**src/drive_pkg.sv**
```systemverilog
`default_nettype none

package drive_pkg;

  localparam int mod_addr_w  = 10;
  localparam int mod_data_w  = 8;
  localparam int delay_idx_w = 6;
  localparam int freq_div_w  = 16;

  // Decoded control values consumed by the player
  typedef struct packed {
    logic                  run;
    logic                  rd_segment;
    logic [mod_addr_w-1:0] cycle;
    logic [freq_div_w-1:0] freq_div;
  } ctl_regs_t;

  typedef enum logic [1:0] {
    st_idle,
    st_wait,
    st_emit
  } player_state_e;

endpackage

`default_nettype wire

```
**src/modulation_player.sv**
```systemverilog
`timescale 1ns/1ns
`default_nettype none

module modulation_player (
  input  var logic                              bus_clk,
  input  var logic                              rst_n,
  input  var drive_pkg::ctl_regs_t              ctl_regs,
  output logic     [drive_pkg::mod_addr_w-1:0]  mod_idx,
  output logic                                  mod_segment,
  input  var logic [drive_pkg::mod_data_w-1:0]  mod_value,
  output logic     [drive_pkg::mod_data_w-1:0]  sample_value,
  output logic                                  sample_valid
);
  import drive_pkg::*;

  player_state_e         state;
  logic [mod_addr_w-1:0] idx;
  logic [freq_div_w-1:0] wait_cnt;
  logic                  issue;
  logic                  issue_q;

  // Index goes out on the emit cycle
  assign issue       = (state == st_emit);
  assign mod_idx     = idx;
  assign mod_segment = ctl_regs.rd_segment;

  always_ff @(posedge bus_clk or negedge rst_n) begin
    if (!rst_n) begin
      state    <= st_idle;
      idx      <= '0;
      wait_cnt <= '0;
    end else begin
      case (state)
        st_idle: begin
          idx <= '0;
          if (ctl_regs.run) begin
            state <= st_emit;
          end
        end
        st_emit: begin
          idx      <= (idx == ctl_regs.cycle) ? '0 : idx + 1'b1;
          wait_cnt <= ctl_regs.freq_div;
          // Zero divider means back-to-back steps
          if (ctl_regs.freq_div != '0) begin
            state <= st_wait;
          end else if (!ctl_regs.run) begin
            state <= st_idle;
          end
        end
        st_wait: begin
          wait_cnt <= wait_cnt - 1'b1;
          if (wait_cnt == freq_div_w'(1)) begin
            state <= ctl_regs.run ? st_emit : st_idle;
          end
        end
        default: state <= st_idle;
      endcase
    end
  end

  // RAM read stage followed by the sample register stage
  always_ff @(posedge bus_clk or negedge rst_n) begin
    if (!rst_n) begin
      issue_q      <= 1'b0;
      sample_valid <= 1'b0;
    end else begin
      issue_q      <= issue;
      sample_valid <= issue_q;
    end
  end

  always_ff @(posedge bus_clk) begin
    if (issue_q) begin
      sample_value <= mod_value;
    end
  end

endmodule

`default_nettype wire

```
**config.mk**
```make
export PLATFORM = sky130hd
export DESIGN_NAME = modulation_player
export DESIGN_NICKNAME = d
export VERILOG_FILES = /design/src/drive_pkg.sv /design/src/modulation_player.sv
export SDC_FILE = /design/constraint.sdc
export NUM_CORES = 1
export LEC_CHECK = 0
export BUFFER_PORTS_ARGS = -buffer_cell sky130_fd_sc_hd__buf_4
export CAP_MARGIN = 25
export CORE_AREA = 8 8 108 61
export DETAILED_ROUTE_END_ITERATION = 7
export DIE_AREA = 0 0 116 69
export PLACE_DENSITY = 0.77
export SLEW_MARGIN = 40
export SYNTH_ARGS = -nofsm -noshare
export SYNTH_HDL_FRONTEND = slang
export SYNTH_SLANG_ARGS = --single-unit
```
**constraint.sdc**
```tcl
create_clock -name bus_clk -period 2 [get_ports bus_clk]
set_input_delay 0.1 -clock bus_clk [delete_from_list [all_inputs] [get_ports bus_clk]]
set_output_delay 0.1 -clock bus_clk [all_outputs]
set_load 0.02 [all_outputs]
```
; ---- Word-level counts from Yosys, hierarchy flattened
; Cells that the tools add are included.
[word_totals]
reg_bits = 38
latch_bits = 0
mem_bits_rw = 0
mem_bits_ro = 0
out_inout_bits = 20
memories = 0
[op_classes]
n_addsub = 2
n_mul = 0
div = 0
n_lt_le_gt_ge = 0
eq_ne = 7
n_shift = 0
mux = 9
bitwise_logic = 0
n_reduce_logical = 5
[ops]
columns = operator, count
row1 = case mux 16 bit (2 select lines), 1
row2 = case mux 10 bit (2 select lines), 1
row3 = "== test 16 x 1 -> 1 bit, second input constant", 1
row4 = nonzero test 16 bit, 1
row5 = "subtractor 16 x 1 -> 16 bit, second input constant", 1
row6 = "adder 10 x 1 -> 10 bit, second input constant", 1
row7 = == test 10 bit, 1
row8 = two-way mux 10 bit, 1
row9 = two-way mux 2 bit, 5
row10 = case mux 2 bit (3 select lines), 1
row11 = "inequality test 2 bit, second input constant", 2
row12 = nonzero test 2 bit, 2
row13 = "inequality test 3 x 2 -> 1 bit, second input constant", 1
row14 = AND reduction 3 bit, 1
row15 = "== test 2 x 1 -> 1 bit, second input constant", 1
row16 = "== test 2 bit, second input constant", 1
row17 = zero test 2 bit, 1

; ---- Longest topological paths before layout
[depth]
depth_word = 3
depth_mapped = 7
ltp_nobuf = 7

; ---- Least setup slack after synthesis
; No wires, ideal clock.
[synth_path]
kind = register to register
startpoint = reg idx[4], in the netlist mod_idx[4]
endpoint = reg idx[1], in the netlist mod_idx[1]
setup_ns = 0.122
arrival_time_ns = 1.635
required_time_ns = 1.878
path_slack_ns = 0.243
stages_incl_launch_ff = 6
period_less_slack_ns = 1.757
cell_sequence = dfrtp_1 > clkbuf_1 > xor2_1 > nor4_1 > nand4_1 > a32o_1
[synth_via]
elab_chain_cells = 3
[synth_lines]
columns = item, line
row1 = from (decl), modulation_player.sv:17  ; logic [mod_addr_w-1:0] idx;
row2 = from (signal assigned), modulation_player.sv:41  ; idx <= (idx == ctl_regs.cycle) ? '0 : idx + 1'b1;
row3 = == test 10 bit, modulation_player.sv:41
row4 = two-way mux 10 bit, modulation_player.sv:41
row5 = case mux 10 bit (2 select lines), modulation_player.sv:33  ; case (state)
; Every way passes these cells.
; A chain may end at the register's enable or synchronous reset.

; ---- Worst setup path in the final report
[layout_path]
startpoint = reg wait_cnt[1]
endpoint = reg wait_cnt[10]
[layout_via]
elab_chain_cells = 2
[layout_lines]
columns = item, line
row1 = from (decl), modulation_player.sv:18  ; logic [freq_div_w-1:0] wait_cnt;
row2 = from (signal assigned), modulation_player.sv:42  ; wait_cnt <= ctl_regs.freq_div;
row3 = from (signal assigned), modulation_player.sv:51  ; wait_cnt <= wait_cnt - 1'b1;
row4 = subtractor 16 x 1 -> 16 bit, modulation_player.sv:51
row5 = case mux 16 bit (2 select lines), modulation_player.sv:33
; Every way passes these cells.

==> flow_summary.json <==
{
  "run_status": "completed",
  "fill_cells": 447,
  "hold_viol": 0,
  "antenna_cells": 0,
  "nNetsFinal": 338,
  "gp_congestion": 0.8443,
  "r2r_setup_slack_ns": 0.07,
  "rsz0062_at_grt": "no",
  "finalClockSkew_ns": 0.006953,
  "cp.arrival_ns": 2.10,
  "insertion_delay_ns": 0.29,
  "cap_viol_max_count": 0,
  "grtUsageTotal": 0.1452,
  "grt_pass1_vias": 1859,
  "die_area_um2": 8004,
  "final_antenna_net_count": 0,
  "ir_drop_mv": 0.5488,
  "switchingPower_uw": 1647,
  "ys_warn_count": 0,
  "h-tree-depth": 2,
  "finalCritPeriodShare": 0.9667,
  "cp.required_ns": 2.17,
  "worstPathMaxFanout": 4,
  "setup_ws_ns": 0.06659,
  "postCtsSetupBuffers": 0,
  "timing.fmax_ghz": 0.5172,
  "layout_min_cycle_time_ns": 1.933,
  "wl_per_cell_um": 15.89,
  "synth_top_family_by_area": "simple AND/OR/NAND/NOR gates",
  "worstSetupStartpointType": "flip-flop",
  "cts_tree": "yes",
  "die_w_um": 116,
  "cellLeakagePower_uw": 0.001300,
  "hp-class": "in2reg",
  "power_frac_clock": 0.141,
  "cts_buffers": 5,
  "critPathKind": "reg2reg",
  "core_area_um2": 5135,
  "netlist-cell-type-count": 29,
  "power_frac_seq": 0.388,
  "avgSynthCellArea_um2": 9.576,
  "cts.sinks": 38,
  "synth-seq-cells": 38,
  "place_hpwl_mm": 4.319,
  "start_util": 0.4140,
  "relSlewSlack": 0.6166,
  "ys.flop_type": "dfrtp_1",
  "drtIter0Drc": 118,
  "clock_path_buffers": 2,
  "cts.clk_slew.worst_paths_ns": 0.08,
  "num_io_pins": 58,
  "powerDensity_nw_per_um2": 1313,
  "die_h_um": 69,
  "area.growth.synth_to_final_pct": 33.96,
  "grt_max_degree": 31,
  "vias": 1924,
  "overflow": 0,
  "worstMarginPinSlew_ns": 0.5752,
  "post_drt_via_cell_ratio": 5.243,
  "synth_edf_count": 8,
  "swShare": 0.4407,
  "netlist_area_um2": 2126,
  "fin_tns_setup_ns": 0,
  "yosys.area_share.adder": 0.04120,
  "clock_tree.root_cell": "clkbuf_8",
  "drive_gt1_frac": 0.2687,
  "dr.pass1.iters": 4,
  "rows": 19,
  "wl_mm": 5.832,
  "synth-seq-area-share": 0.4662,
  "io_buffers": 55,
  "combPwrFrac": 0.471,
  "synth_nets": 267,
  "drv_slew": 0,
  "drc": 0,
  "endpoint_kind": "flip-flop",
  "synthArstFlopShare": 0.7895,
  "dp_slack_ns": 0.1113,
  "synthCells": 222,
  "synth_compound_area_frac": 0.1248,
  "grt_pass1_wl_mm": 9.439,
  "setup_viol": 0,
  "synth_xor_area_frac": 0.07416,
  "cell_internal_pwr_uw": 2091,
  "synth-simple-area-share": 0.2113,
  "antenna_found_initial": 0,
  "synth.mux.area_fraction": 0.05238,
  "power_uw": 3738
}
==> worst max-delay path, cell delays in order (launching register included) <==
cell,delay (ns)
dfrtp_2,0.45
inv_1,0.12
ha_2,0.23
nand2b_1,0.12
nand2b_1,0.18
or4_1,0.44
mux2i_1,0.18
a21oi_1,0.09
==> placed cells by master (no fill, tap or decap), types with 9 or more instances in the layout <==
cell type      count
nor4_1            11
o22ai_1           14
xor2_1            13
dlygate4sd3_1      9
a21oi_1           17
buf_4             66
o21ai_0            9
nand3_1           16
nand2_1           29
dfrtp_1           28
mux2i_1           10
==> metrics by stage <==
stage | hold slack (ns) | std cells | instance area (um2) | utilization
final | 0.06472 | 367 | 2848 | 0.5546
after global routing | 0.08447 | 367 | 2848 | 0.5546
after CTS | 0.06271 | 367 | 2843 | 0.5536
after detailed placement | 0.05768 | 350 | 2668 | 0.5195
after global placement | 0.06028 | 350 | 2668 | 0.5195
after floorplan | -0.1956 | 222 | 2126 | -
==> Yosys cell counts, types with 7 or more instances <==
cell,n,area (um2)
edfxtp_1,8,240.2
o21ai_0,9,45.04
mux2i_1,10,100.1
xor2_1,13,113.9
o22ai_1,14,87.58
nand3_1,16,80.08
nor2_1,8,30.03
a21oi_1,17,85.08
ha_1,7,87.58
nor4_1,11,68.82
clkbuf_1,10,37.54
dfrtp_1,30,750.7
nand2_1,29,108.9
==> flip-flops by register name, indices dropped and copies added, names as in the netlist <==
signal	cells
sample_valid	1
wait_cnt	16
mod_idx	10
state	2
issue_q	1
sample_value	8
==> logic make-up (layout without fill, tap and decap cells) <==
family          Yosys count  after routing
compound gates           45             45
xor+xnor                 18             18
fa+ha+maj                 7              7
buf+inv                  16             88
flops                    38             38
mux                      11             11
simple gates             87             87
==> metal layers <==
layer | vias to the layer above | wire [um] | track usage
met5 | - | 0 | 0
met1 | 887 | 2808 | 0.2029
li1 | 955 | - | -
met3 | 7 | 470 | 0.03910
met4 | 0 | 49 | 0.04280
met2 | 75 | 2503 | 0.2116
==> final cells by class <==
type                       count  area [um2]  area share
tap                           73       91.34     0.03207
sequential                    38       993.5      0.3489
timing repair buffer          75       585.6      0.2056
clock buffer                   5       68.82     0.02417
clock inverter                 3       16.27    0.005712
multi-input combinational    168        1074      0.3770
inverter                       5       18.77    0.006591
==> power groups by stage <==
stage          combinational [uW]  sequential (uW)  clock [uW]
2_1_floorplan                1070             1470           0
3_3_place_gp                 1680             1440           0
3_5_place_dp                 1720             1450           0
4_1_cts                      1740             1440         539
5_1_grt                      1940             1500         575
6_report                     1760             1450         527
==> worst paths after layout <==
check	to	startpoint	cells past startpoint
setup / recovery	wait_cnt[10]	wait_cnt[1]	7
hold / removal	wait_cnt[1]	ctl_regs[1]	3
hold reg to reg	state[0]	state[0]	1
min in group asynchronous	wait_cnt[5]	rst_n	2
max in group asynchronous	wait_cnt[0]	rst_n	2
setup reg to reg	wait_cnt[10]	wait_cnt[1]	7
==> timing repair <==
| item | 4_1_cts | 5_1_grt |
|---|---|---|
| hold buffers | 9 | 0 |
| resized for setup | 0 | 3 |
| hold endpoints to repair | 38 | 0 |
| endpoints found under the setup margin | 0 | 1 |
Note: power is estimated with default switching activity, not from simulation.
